File: config.mk
export PLATFORM = sky130hd
export DESIGN_NAME = axi_write_mux
export DESIGN_NICKNAME = d
export VERILOG_FILES = /design/src/source/axi_mux_pkg.sv /design/src/source/aw_rr_arbiter.sv /design/src/source/w_route_fifo.sv /design/src/source/w_order_fsm.sv /design/src/source/b_resp_router.sv /design/src/source/axi_write_mux.sv
export SDC_FILE = /design/constraint.sdc
export NUM_CORES = 1
export LEC_CHECK = 0
export ABC_CLOCK_PERIOD_IN_PS = 3000
export BUFFER_PORTS_ARGS = -buffer_cell sky130_fd_sc_hd__buf_2
export CAP_MARGIN = 0
export CORE_UTILIZATION = 36
export DETAILED_ROUTE_END_ITERATION = 8
export GPL_ROUTABILITY_DRIVEN = 0
export GPL_TIMING_DRIVEN = 0
export PLACE_DENSITY = 0.8
export SYNTH_ARGS = -nofsm -noshare
export SYNTH_HDL_FRONTEND = slang
export SYNTH_SLANG_ARGS = --single-unit
File: constraint.sdc
create_clock -name clk_i -period 3 [get_ports clk_i]
set_input_delay 0.3 -clock clk_i [delete_from_list [all_inputs] [get_ports clk_i]]
set_output_delay 0.3 -clock clk_i [all_outputs]
set_load 0.02 [all_outputs]
File: src/source/axi_mux_pkg.sv
/*
 * Shared widths, AXI write channel structs, port request/response bundles
 * and the W ordering FSM state type for the write multiplexer
 */
package axi_mux_pkg;

  localparam int unsigned NumPorts     = 2;  // Slave ports merged onto the master
  localparam int unsigned PortIdxWidth = 1;  // Bits of a port index
  localparam int unsigned SlvIdWidth   = 4;
  localparam int unsigned MstIdWidth   = SlvIdWidth + PortIdxWidth;  // Index sits above slave ID
  localparam int unsigned AddrWidth    = 16;
  localparam int unsigned DataWidth    = 16;
  localparam int unsigned FifoDepth    = 4;  // Outstanding bursts awaiting W data

  typedef logic [PortIdxWidth-1:0] port_idx_t;

  typedef struct packed {
    logic [SlvIdWidth-1:0] id;
    logic [AddrWidth-1:0]  addr;
    logic [7:0]            len;   // Beats minus one
  } slv_aw_chan_t;

  typedef struct packed {
    logic [MstIdWidth-1:0] id;    // {port index, slave ID}
    logic [AddrWidth-1:0]  addr;
    logic [7:0]            len;
  } mst_aw_chan_t;

  typedef struct packed {
    logic [DataWidth-1:0] data;
    logic                 last;
  } w_chan_t;

  typedef struct packed {
    logic [SlvIdWidth-1:0] id;
    logic [1:0]            resp;
  } slv_b_chan_t;

  typedef struct packed {
    logic [MstIdWidth-1:0] id;
    logic [1:0]            resp;
  } mst_b_chan_t;

  // Port bundles, requests flow toward the slave side of the bus
  typedef struct packed {
    slv_aw_chan_t aw;
    logic         aw_valid;
    w_chan_t      w;
    logic         w_valid;
    logic         b_ready;
  } slv_req_t;

  typedef struct packed {
    logic        aw_ready;
    logic        w_ready;
    slv_b_chan_t b;
    logic        b_valid;
  } slv_resp_t;

  typedef struct packed {
    mst_aw_chan_t aw;
    logic         aw_valid;
    w_chan_t      w;
    logic         w_valid;
    logic         b_ready;
  } mst_req_t;

  typedef struct packed {
    logic        aw_ready;
    logic        w_ready;
    mst_b_chan_t b;
    logic        b_valid;
  } mst_resp_t;

  typedef enum logic {
    W_IDLE,   // Waiting for a granted AW in the route FIFO
    W_BURST   // Forwarding beats of the head port
  } w_state_e;

endpackage

File: src/source/aw_rr_arbiter.sv
/*
 * Round-robin AW arbiter with grant lock under master stall
 * Widens the AW ID with the granted port index and reports each grant
 */
`timescale 1ns/100ps

module aw_rr_arbiter (
  input  logic                                                  clk_i,
  input  logic                                                  rst_ni,
  input  axi_mux_pkg::slv_aw_chan_t [axi_mux_pkg::NumPorts-1:0] slv_aw_i,
  input  logic                      [axi_mux_pkg::NumPorts-1:0] slv_aw_valid_i,
  output logic                      [axi_mux_pkg::NumPorts-1:0] slv_aw_ready_o,
  output axi_mux_pkg::mst_aw_chan_t                             mst_aw_o,
  output logic                                                  mst_aw_valid_o,
  input  logic                                                  mst_aw_ready_i,
  input  logic                                                  fifo_full_i,
  output logic                                                  aw_push_o,
  output axi_mux_pkg::port_idx_t                                aw_port_o
);
  import axi_mux_pkg::*;

  port_idx_t prio_q;      // First port to look at
  logic      lock_q;      // Grant presented but not yet taken
  port_idx_t lock_idx_q;
  port_idx_t pick_idx;
  logic      pick_vld;
  port_idx_t gnt_idx;
  logic      hs;

  // Scan from the priority pointer onward, circularly
  always_comb begin
    port_idx_t cand;
    pick_idx = prio_q;
    pick_vld = 1'b0;
    for (int unsigned i = 0; i < NumPorts; i++) begin
      cand = port_idx_t'((prio_q + i) % NumPorts);
      if (!pick_vld && slv_aw_valid_i[cand]) begin
        pick_idx = cand;
        pick_vld = 1'b1;
      end
    end
  end

  assign gnt_idx        = lock_q ? lock_idx_q : pick_idx;  // Hold a stalled grant
  assign mst_aw_valid_o = (lock_q || pick_vld) && !fifo_full_i;
  assign hs             = mst_aw_valid_o && mst_aw_ready_i;

  assign mst_aw_o.id   = {gnt_idx, slv_aw_i[gnt_idx].id};  // Port index above slave ID
  assign mst_aw_o.addr = slv_aw_i[gnt_idx].addr;
  assign mst_aw_o.len  = slv_aw_i[gnt_idx].len;

  always_comb begin
    slv_aw_ready_o          = '0;
    slv_aw_ready_o[gnt_idx] = hs;  // Only the granted port sees ready
  end

  assign aw_push_o = hs;       // Record order for the W path
  assign aw_port_o = gnt_idx;

  always_ff @(posedge clk_i or negedge rst_ni) begin
    if (!rst_ni) begin
      prio_q     <= '0;  // Port 0 first after reset
      lock_q     <= 1'b0;
      lock_idx_q <= '0;
    end else begin
      if (hs) begin
        prio_q <= port_idx_t'((gnt_idx + 1) % NumPorts);  // Next port in circular order
        lock_q <= 1'b0;
      end else if (mst_aw_valid_o) begin
        lock_q     <= 1'b1;     // Master stalled, keep this grant
        lock_idx_q <= gnt_idx;
      end
    end
  end

endmodule

File: src/source/w_route_fifo.sv
/*
 * FIFO of granted port indexes
 * Read/write pointers and an occupancy count over FifoDepth entries
 */
`timescale 1ns/100ps

module w_route_fifo (
  input  logic                   clk_i,
  input  logic                   rst_ni,
  input  logic                   push_i,
  input  axi_mux_pkg::port_idx_t push_port_i,
  input  logic                   pop_i,
  output axi_mux_pkg::port_idx_t head_port_o,
  output logic                   empty_o,
  output logic                   full_o
);
  import axi_mux_pkg::*;

  port_idx_t                        mem_q [FifoDepth];  // Port order storage
  logic [$clog2(FifoDepth)-1:0]     wr_ptr_q;
  logic [$clog2(FifoDepth)-1:0]     rd_ptr_q;
  logic [$clog2(FifoDepth+1)-1:0]   count_q;            // Entries held
  logic                             do_push;
  logic                             do_pop;

  assign full_o      = (count_q == FifoDepth);
  assign empty_o     = (count_q == 0);
  assign head_port_o = mem_q[rd_ptr_q];
  assign do_push     = push_i && !full_o;   // Arbiter blocks AW when full anyway
  assign do_pop      = pop_i && !empty_o;

  always_ff @(posedge clk_i) begin
    if (do_push) mem_q[wr_ptr_q] <= push_port_i;
  end

  always_ff @(posedge clk_i or negedge rst_ni) begin
    if (!rst_ni) begin
      wr_ptr_q <= '0;
      rd_ptr_q <= '0;
      count_q  <= '0;
    end else begin
      if (do_push) wr_ptr_q <= (wr_ptr_q == FifoDepth - 1) ? '0 : wr_ptr_q + 1'b1;
      if (do_pop)  rd_ptr_q <= (rd_ptr_q == FifoDepth - 1) ? '0 : rd_ptr_q + 1'b1;
      if (do_push && !do_pop) begin
        count_q <= count_q + 1'b1;
      end else if (do_pop && !do_push) begin
        count_q <= count_q - 1'b1;
      end  // Push with pop keeps the count
    end
  end

endmodule

File: src/source/w_order_fsm.sv
/*
 * W ordering FSM
 * Steers bursts from the port at the FIFO head, pops on the last beat
 */
`timescale 1ns/100ps

module w_order_fsm (
  input  logic                                             clk_i,
  input  logic                                             rst_ni,
  input  axi_mux_pkg::w_chan_t [axi_mux_pkg::NumPorts-1:0] slv_w_i,
  input  logic                 [axi_mux_pkg::NumPorts-1:0] slv_w_valid_i,
  output logic                 [axi_mux_pkg::NumPorts-1:0] slv_w_ready_o,
  output axi_mux_pkg::w_chan_t                             mst_w_o,
  output logic                                             mst_w_valid_o,
  input  logic                                             mst_w_ready_i,
  input  axi_mux_pkg::port_idx_t                           head_port_i,
  input  logic                                             fifo_empty_i,
  output logic                                             pop_o
);
  import axi_mux_pkg::*;

  w_state_e state_q;
  w_state_e state_d;
  logic     in_burst;
  logic     beat_hs;

  assign in_burst = (state_q == W_BURST);

  // Head port's W passes straight through while in a burst
  assign mst_w_o       = slv_w_i[head_port_i];
  assign mst_w_valid_o = in_burst && slv_w_valid_i[head_port_i];
  assign beat_hs       = mst_w_valid_o && mst_w_ready_i;
  assign pop_o         = beat_hs && mst_w_o.last;  // Burst done, drop its FIFO entry

  always_comb begin
    slv_w_ready_o              = '0;
    slv_w_ready_o[head_port_i] = in_burst && mst_w_ready_i;  // Other ports stay stalled
  end

  always_comb begin
    state_d = state_q;
    case (state_q)
      W_IDLE: begin
        if (!fifo_empty_i) state_d = W_BURST;  // A granted AW waits for data
      end
      W_BURST: begin
        if (pop_o) state_d = W_IDLE;
      end
      default: state_d = W_IDLE;
    endcase
  end

  always_ff @(posedge clk_i or negedge rst_ni) begin
    if (!rst_ni) begin
      state_q <= W_IDLE;
    end else begin
      state_q <= state_d;
    end
  end

endmodule

File: src/source/b_resp_router.sv
/*
 * One-entry B response register
 * Routes by the ID upper bits and strips them toward the slave port
 */
`timescale 1ns/100ps

module b_resp_router (
  input  logic                                                 clk_i,
  input  logic                                                 rst_ni,
  input  axi_mux_pkg::mst_b_chan_t                             mst_b_i,
  input  logic                                                 mst_b_valid_i,
  output logic                                                 mst_b_ready_o,
  output axi_mux_pkg::slv_b_chan_t [axi_mux_pkg::NumPorts-1:0] slv_b_o,
  output logic                     [axi_mux_pkg::NumPorts-1:0] slv_b_valid_o,
  input  logic                     [axi_mux_pkg::NumPorts-1:0] slv_b_ready_i
);
  import axi_mux_pkg::*;

  mst_b_chan_t b_q;       // Held response
  logic        full_q;
  port_idx_t   dst_port;  // Upper ID bits select the port
  logic        taken;
  logic        load;

  assign dst_port      = b_q.id[MstIdWidth-1 -: PortIdxWidth];
  assign taken         = full_q && slv_b_ready_i[dst_port];
  assign mst_b_ready_o = !full_q || taken;  // Refill in the cycle the entry drains
  assign load          = mst_b_valid_i && mst_b_ready_o;

  for (genvar i = 0; i < NumPorts; i++) begin : gen_slv_b
    assign slv_b_o[i].id    = b_q.id[SlvIdWidth-1:0];  // Index bits stripped
    assign slv_b_o[i].resp  = b_q.resp;
    assign slv_b_valid_o[i] = full_q && (dst_port == port_idx_t'(i));
  end

  always_ff @(posedge clk_i) begin
    if (load) b_q <= mst_b_i;
  end

  always_ff @(posedge clk_i or negedge rst_ni) begin
    if (!rst_ni) begin
      full_q <= 1'b0;
    end else if (load) begin
      full_q <= 1'b1;
    end else if (taken) begin
      full_q <= 1'b0;
    end
  end

endmodule

File: src/source/axi_write_mux.sv
/*
 * Write-only AXI multiplexer top level
 * AW arbiter, W route FIFO, W ordering FSM and B router
 */
`timescale 1ns/100ps

module axi_write_mux (
  input  logic                                               clk_i,
  input  logic                                               rst_ni,
  input  axi_mux_pkg::slv_req_t  [axi_mux_pkg::NumPorts-1:0] slv_reqs_i,
  output axi_mux_pkg::slv_resp_t [axi_mux_pkg::NumPorts-1:0] slv_resps_o,
  output axi_mux_pkg::mst_req_t                              mst_req_o,
  input  axi_mux_pkg::mst_resp_t                             mst_resp_i
);
  import axi_mux_pkg::*;

  slv_aw_chan_t [NumPorts-1:0] slv_aw;
  logic         [NumPorts-1:0] slv_aw_valid;
  logic         [NumPorts-1:0] slv_aw_ready;
  w_chan_t      [NumPorts-1:0] slv_w;
  logic         [NumPorts-1:0] slv_w_valid;
  logic         [NumPorts-1:0] slv_w_ready;
  slv_b_chan_t  [NumPorts-1:0] slv_b;
  logic         [NumPorts-1:0] slv_b_valid;
  logic         [NumPorts-1:0] slv_b_ready;
  logic                        aw_push;    // One per master AW handshake
  port_idx_t                   aw_port;
  logic                        fifo_full;
  logic                        fifo_empty;
  port_idx_t                   head_port;  // Port owning the current W burst
  logic                        w_pop;

  // Unpack port bundles into per-channel vectors
  for (genvar i = 0; i < NumPorts; i++) begin : gen_ports
    assign slv_aw[i]                = slv_reqs_i[i].aw;
    assign slv_aw_valid[i]          = slv_reqs_i[i].aw_valid;
    assign slv_w[i]                 = slv_reqs_i[i].w;
    assign slv_w_valid[i]           = slv_reqs_i[i].w_valid;
    assign slv_b_ready[i]           = slv_reqs_i[i].b_ready;
    assign slv_resps_o[i].aw_ready  = slv_aw_ready[i];
    assign slv_resps_o[i].w_ready   = slv_w_ready[i];
    assign slv_resps_o[i].b         = slv_b[i];
    assign slv_resps_o[i].b_valid   = slv_b_valid[i];
  end

  aw_rr_arbiter i_aw_arb (
    .clk_i, .rst_ni,
    .slv_aw_i      (slv_aw),            .slv_aw_valid_i (slv_aw_valid),
    .slv_aw_ready_o(slv_aw_ready),      .mst_aw_o       (mst_req_o.aw),
    .mst_aw_valid_o(mst_req_o.aw_valid), .mst_aw_ready_i(mst_resp_i.aw_ready),
    .fifo_full_i   (fifo_full),         .aw_push_o      (aw_push),
    .aw_port_o     (aw_port)
  );

  w_route_fifo i_w_fifo (
    .clk_i, .rst_ni,
    .push_i     (aw_push),   .push_port_i(aw_port),    .pop_i  (w_pop),
    .head_port_o(head_port), .empty_o    (fifo_empty), .full_o (fifo_full)
  );

  w_order_fsm i_w_fsm (
    .clk_i, .rst_ni,
    .slv_w_i      (slv_w),             .slv_w_valid_i(slv_w_valid),
    .slv_w_ready_o(slv_w_ready),       .mst_w_o      (mst_req_o.w),
    .mst_w_valid_o(mst_req_o.w_valid), .mst_w_ready_i(mst_resp_i.w_ready),
    .head_port_i  (head_port),         .fifo_empty_i (fifo_empty),
    .pop_o        (w_pop)
  );

  b_resp_router i_b_router (
    .clk_i, .rst_ni,
    .mst_b_i      (mst_resp_i.b),      .mst_b_valid_i(mst_resp_i.b_valid),
    .mst_b_ready_o(mst_req_o.b_ready), .slv_b_o      (slv_b),
    .slv_b_valid_o(slv_b_valid),       .slv_b_ready_i(slv_b_ready)
  );

endmodule

# Word level (Yosys, flattened, before mapping)

Memory sizes are Yosys's and may differ from the RTL's.
Cells that the tools add are included.

Register bits after elaboration: 19
Bits in writable memories: 4
Input bits: 108
Output and inout bits: 67
Logic and storage cells: 95
Memories: 1

Add/subtract/negate cells: 6
Magnitude comparators: 7
Equality and inequality tests: 3
Muxes and demuxes: 33
Bitwise gates (word level): 5
Reductions and logical operators: 30

Memory list:

| name           | words | width | rd ports | clocked after Yosys merged registers in | wr ports | RTL line           | text |
|---|---|---|---|---|---|---|---|
| i_w_fifo.mem_q | 4     | 1     | 1        | 0                                       | 1        | w_route_fifo.sv:19 | `port_idx_t mem_q [FifoDepth];` |

Operators by type and width:

| operator                                                             | number |
|---|---|
| 28-bit 2-to-1 mux                                                    | 2 |
| 17-bit 2-to-1 mux                                                    | 2 |
| 1-bit 2-to-1 mux                                                     | 22 |
| 1-bit logical AND                                                    | 17 |
| 1-bit by 2-bit < comparator with 1-bit output, second input constant | 5 |
| 1-bit logical NOT                                                    | 6 |
| 3-bit 2-to-1 mux                                                     | 2 |
| 2-bit nonzero test                                                   | 3 |
| 2-bit by 1-bit adder with 2-bit output, second input constant        | 2 |
| 2-bit bitwise AND                                                    | 2 |
| 2-bit equality test, second input constant                           | 2 |
| 2-bit 2-to-1 mux                                                     | 2 |
| 3-bit by 1-bit adder with 3-bit output, second input constant        | 1 |
| 3-bit equality test, second input constant                           | 1 |
| 3-bit logical NOT                                                    | 1 |
| 1-bit NOT                                                            | 3 |
| 3-bit by 1-bit subtractor with 3-bit output, second input constant   | 1 |
| 1-bit adder, second input constant                                   | 2 |
| 1-bit demux with 1-bit select                                        | 2 |
| 1-bit >= comparator, second input constant                           | 2 |
| 1-bit logical OR                                                     | 2 |
| 1-bit one-hot mux with 2 select lines                                | 1 |
| 2-bit AND reduction                                                  | 1 |

# Depth between registers and ports, before layout

Depth after elaboration: 14
Gate-level depth with buffers: 11
Depth with buffers taken out: 10

# Cells and area by module

Synthesis repeated with hierarchy kept, for this count alone.

Cells, all modules: 153
Area total of the unflattened synthesis: 1938.1 sq um

By module, submodules not included:

| module        | instances | cells an instance | area each (sq um) | sequential area each (sq um) |
|---|---|---|---|---|
| aw_rr_arbiter | 1         | 57                | 666.9             | 75.1 |
| w_route_fifo  | 1         | 42                | 599.3             | 295.3 |
| b_resp_router | 1         | 26                | 370.4             | 235.2 |
| w_order_fsm   | 1         | 28                | 301.5             | 25.0 |

# Least setup slack after synthesis

No wires, ideal clock.

Path kind: reg-to-reg
From: register i_w_fifo.rd_ptr_q[0]
To: register i_w_fifo.count_q[1]
Library setup time: 125 ps
Data arrival time: 2544 ps
Path slack: 331 ps
Stages on the path, launching flop included: 10
Buffers on the path: 1
Clock period less this slack: 2669 ps
Cells stage by stage: dfrtp_1 > mux4_2 > buf_6 > mux2i_2 > nor4b_4 > inv_1 > ha_1 > inv_1 > fa_1 > mux2_2

Word-level cells in the longest chain between the ends: 10
Elaborated cells on any way between the ends: 14
Classes of those cells: 5 x mux; 8 x reduce/logical; 1 x memory

RTL lines:

| what                                                          | RTL line           | text |
|---|---|---|
| start, declared                                               | w_route_fifo.sv:21 | `logic [$clog2(FifoDepth)-1:0] rd_ptr_q;` |
| start signal, assigned                                        | w_route_fifo.sv:43 | `if (do_pop) rd_ptr_q <= (rd_ptr_q == FifoDepth - 1) ? '0 : rd_ptr_q + 1'b1;` |
| memory read 4 x 1 bit (*)                                     | --                 |  |
| 1-bit 2-to-1 mux (not written as such) (2 in a row)           | w_order_fsm.sv:31  | `assign mst_w_valid_o = in_burst && slv_w_valid_i[head_port_i];` |
| 1-bit logical AND                                             | w_order_fsm.sv:31  |  |
| 1-bit logical AND                                             | w_order_fsm.sv:32  | `assign beat_hs = mst_w_valid_o && mst_w_ready_i;` |
| 1-bit logical AND (*)                                         | w_order_fsm.sv:33  | `assign pop_o = beat_hs && mst_w_o.last;` |
| 1-bit logical AND (*)                                         | w_route_fifo.sv:30 | `assign do_pop = pop_i && !empty_o;` |
| 1-bit logical NOT                                             | w_route_fifo.sv:44 | `if (do_push && !do_pop) begin` |
| 1-bit logical AND                                             | w_route_fifo.sv:44 |  |
| 3-bit 2-to-1 mux / 2-bit nonzero test (equally long branches) | --                 |  |
| end signal, assigned                                          | w_route_fifo.sv:45 | `count_q <= count_q + 1'b1;` |
| end signal, assigned                                          | w_route_fifo.sv:47 | `count_q <= count_q - 1'b1;` |
| end, declared                                                 | w_route_fifo.sv:22 | `logic [$clog2(FifoDepth+1)-1:0] count_q;` |

Mark *: on every way between the ends. The rest lies on a longest branch, timed or not. The select of a mux whose other input is x is not followed.
A chain may end at the register's enable or synchronous reset.

# Worst setup path in the final report

Ends and elaborated chain as after synthesis.

==> impl_metrics.toml <==
[setup_path]
crit_buf_inv = 3
cp.required_ps = 3140
worstPathArrival_ps = 2960
path_cells = "mux4_2, buf_6, mux2i_2, nor4b_4, inv_1, ha_1, inv_1, fa_1, mux2_2"
crit_path_max_incr_delay_ps = 550
crit_top_cell = "inv_1"
critPathTopFamily = "multiplexers"
start_kind = "register"
worstPathMaxFanout = 10
worstSetupPathType = "reg2reg"
endpoint_kind = "register"
cp_slowest_cell = "mux4_2"

[place]
dp_hpwl_mm = 4.01
dp.cells = 391
place_worst_setup_slack_ps = 178
io_buffers = 174

[finish]
area_delta_synth_final_pct = 57.0
layout-drive-gt1-share_pct = 76.0
multi_input_area_um2 = 955
num-fill-cells = 411
fin_nets = 445
final-instance-count-excl-fill = 396
diodes = 0
area.sequential_um2 = 631

[sta]
drv_slew = 0
relSlewSlack_pct = 64.9
fmax_mhz = 355
hold_viol_final = 0
finalCritPeriodShare_pct = 93.9
finClkSkew_ps = 1.80
fin_ws_ps = 184
tightest_slew_ps = 511
tns_ps = 0
rsz0062_at_grt = "false"
setup_viol = 0
whs_ps = 216
period_minus_slack_ps = 2820

[clocking]
clock-sinks = 23
cts_tree = "built"
root_buffer = "clkbuf_8"
cts-htree-levels = 1
post_cts_buffers = 0
clk-insertion-delay-late_ps = 250
cts_hold_buffers = 1
cts_buffers = 3
cts-resized-gates = 0
clkSlewWorstSetupHoldPaths_ps = 80
cts_buffer_depth = 2

[global_routing]
grt_pass1_vias = 1634
grt_max_degree = 13
grt_pass1_wl_mm = 6.84
antenna_found_initial = 0
grt_use_total_pct = 16.6
grt_overflow = 0

[synthesis]
yosysTopAreaCellShare_pct = 30.5
ys_types = 30
ys_ff_latch = 23
synth_nets = 265
synthCells = 150
yosysMostFrequentCell = "mux2_2"
synth_warnings = 0
syn_area_mm2 = 0.00177
yosysSeqAreaShare_pct = 35.6
synth_top_cell_by_area = "mux2_2"
synth_area_leaders = "mux2_2, edfxtp_1, dfrtp_1"
synth-main-ff-cell = "dfrtp_1"
synth_common_cells = "mux2_2, buf_4, dfrtp_1"
async_flop_share_pct = 52.2
synth_enable_flop_cells = 11
synth_area_per_cell_um2 = 11.8

[floorplan]
dieArea_mm2 = 0.00520
die_w_um = 72.1
start_util_pct = 37.5
num_io_pins = 175
coreArea_mm2 = 0.00472
fp.dieH_um = 72.1
rows = 25

[detailed_routing]
vias = 1729
drt_wl_total_mm = 4.58
ant_nets = 0
vias_per_cell = 4.37
drt_first_pass_iters = 4
drc = 0
drt_iter0_drc = 22
wire_per_inst_um = 11.6

[run_status]
status = "finished clean"

[pwr]
total_leakage_power_nw = 1.48
ir_drop_mv = 0.392
p_per_area_mw_per_mm2 = 816

[min_path]
hold_class = "in2reg"

[run]
max_cap_viol_count = 0
[placed cells by master, fill, tap and decap left out, types with 2 or more instances in the layout]
cell type | synthesis | routed
nand2_1 | 3 | 3
clkbuf_8 | 0 | 3
and2_1 | 3 | 3
edfxtp_1 | 11 | 11
dfrtp_1 | 12 | 12
inv_1 | 8 | 8
mux2i_1 | 4 | 4
mux2_2 | 48 | 48
mux2_1 | 2 | 2
xor2_1 | 2 | 2
nor2_1 | 7 | 7
clkbuf_1 | 1 | 2
buf_4 | 16 | 16
ha_1 | 6 | 6
buf_2 | 4 | 178
and3_1 | 5 | 5
nor2b_1 | 4 | 4
[layout make-up]
class	count	share of cell area [%]
tap	67	3.02
inverter	8	1.08
clock buffer	4	1.62
multi-input combinational	97	34.3
timing repair buffer	175	31.7
buffer	22	5.58
sequential	23	22.7
[cells by family after synthesis]
group	count (synthesis)	synth area share, %
AOI/OAI and AO/OA	2	0.777
xor gates and xnor gates	3	1.48
adders and majority gates	8	5.94
buffers and inverters	30	10.5
DFF	23	35.6
muxes	56	36.1
and+or+nand+nor	28	9.61
[metrics by stage]
step | instance area (um^2) | utilization [%] | total power [mW]
4_1_cts | 2780 | 58.9 | 2.30
6_report | 2780 | 58.9 | 2.27
3_5_place_dp | 2730 | 57.7 | 2.11
5_1_grt | 2780 | 58.9 | 2.42
3_3_place_gp | 2730 | 57.7 | 2.07
2_1_floorplan | 1770 | - | 1.68
[where the power goes]
group | leakage [nW] | total (mW) | internal, mW | switching, mW
sequential | 0.242 | 0.518 | 0.437 | 0.0809
combinational | 1.22 | 1.57 | 0.749 | 0.817
clock | 0.0228 | 0.185 | 0.0944 | 0.0901
total | 1.48 | 2.27 | 1.28 | 0.988
[final timing paths]
path / from / endpoint / slack (ps) / cells past startpoint
max in group asynchronous: rst_ni / i_b_router.full_q / 2330 / 2
worst max register to register: i_w_fifo.rd_ptr_q[0] / i_w_fifo.count_q[1] / 180 / 9
worst min-delay path: mst_resp_i[3] / i_b_router.slv_b_o[2] / 220 / 1
worst max-delay path: i_w_fifo.rd_ptr_q[0] / i_w_fifo.count_q[1] / 180 / 9
worst min register to register: i_aw_arb.lock_idx_q / i_aw_arb.lock_idx_q / 530 / 2
min in group asynchronous: rst_ni / i_w_fifo.wr_ptr_q[0] / 450 / 2
[flip-flops by register name, indices dropped and copies added (netlist names)]
register	cells
i_aw_arb.lock_q	1
i_w_fsm.in_burst	1
i_aw_arb.lock_idx_q	1
i_w_fifo.mem_q	4
i_b_router.slv_b_o	6
i_b_router.full_q	1
i_w_fifo.rd_ptr_q	2
i_aw_arb.prio_q	1
i_b_router.b_q	1
i_w_fifo.wr_ptr_q	2
i_w_fifo.count_q	3
[per-layer routing]
metal | vias to the layer above | wire length [um] | share of wire, % | track usage [%]
met1 | 754 | 1560 | 34 | 15.1
met3 | 4 | 379 | 8.3 | 2.36
met2 | 106 | 2590 | 56 | 36.3
met5 | - | 0 | 0 | 0
li1 | 865 | - | - | -
met4 | 0 | 49 | 1.1 | 5.23
No activity file was read; power rests on OpenSTA's default activity.
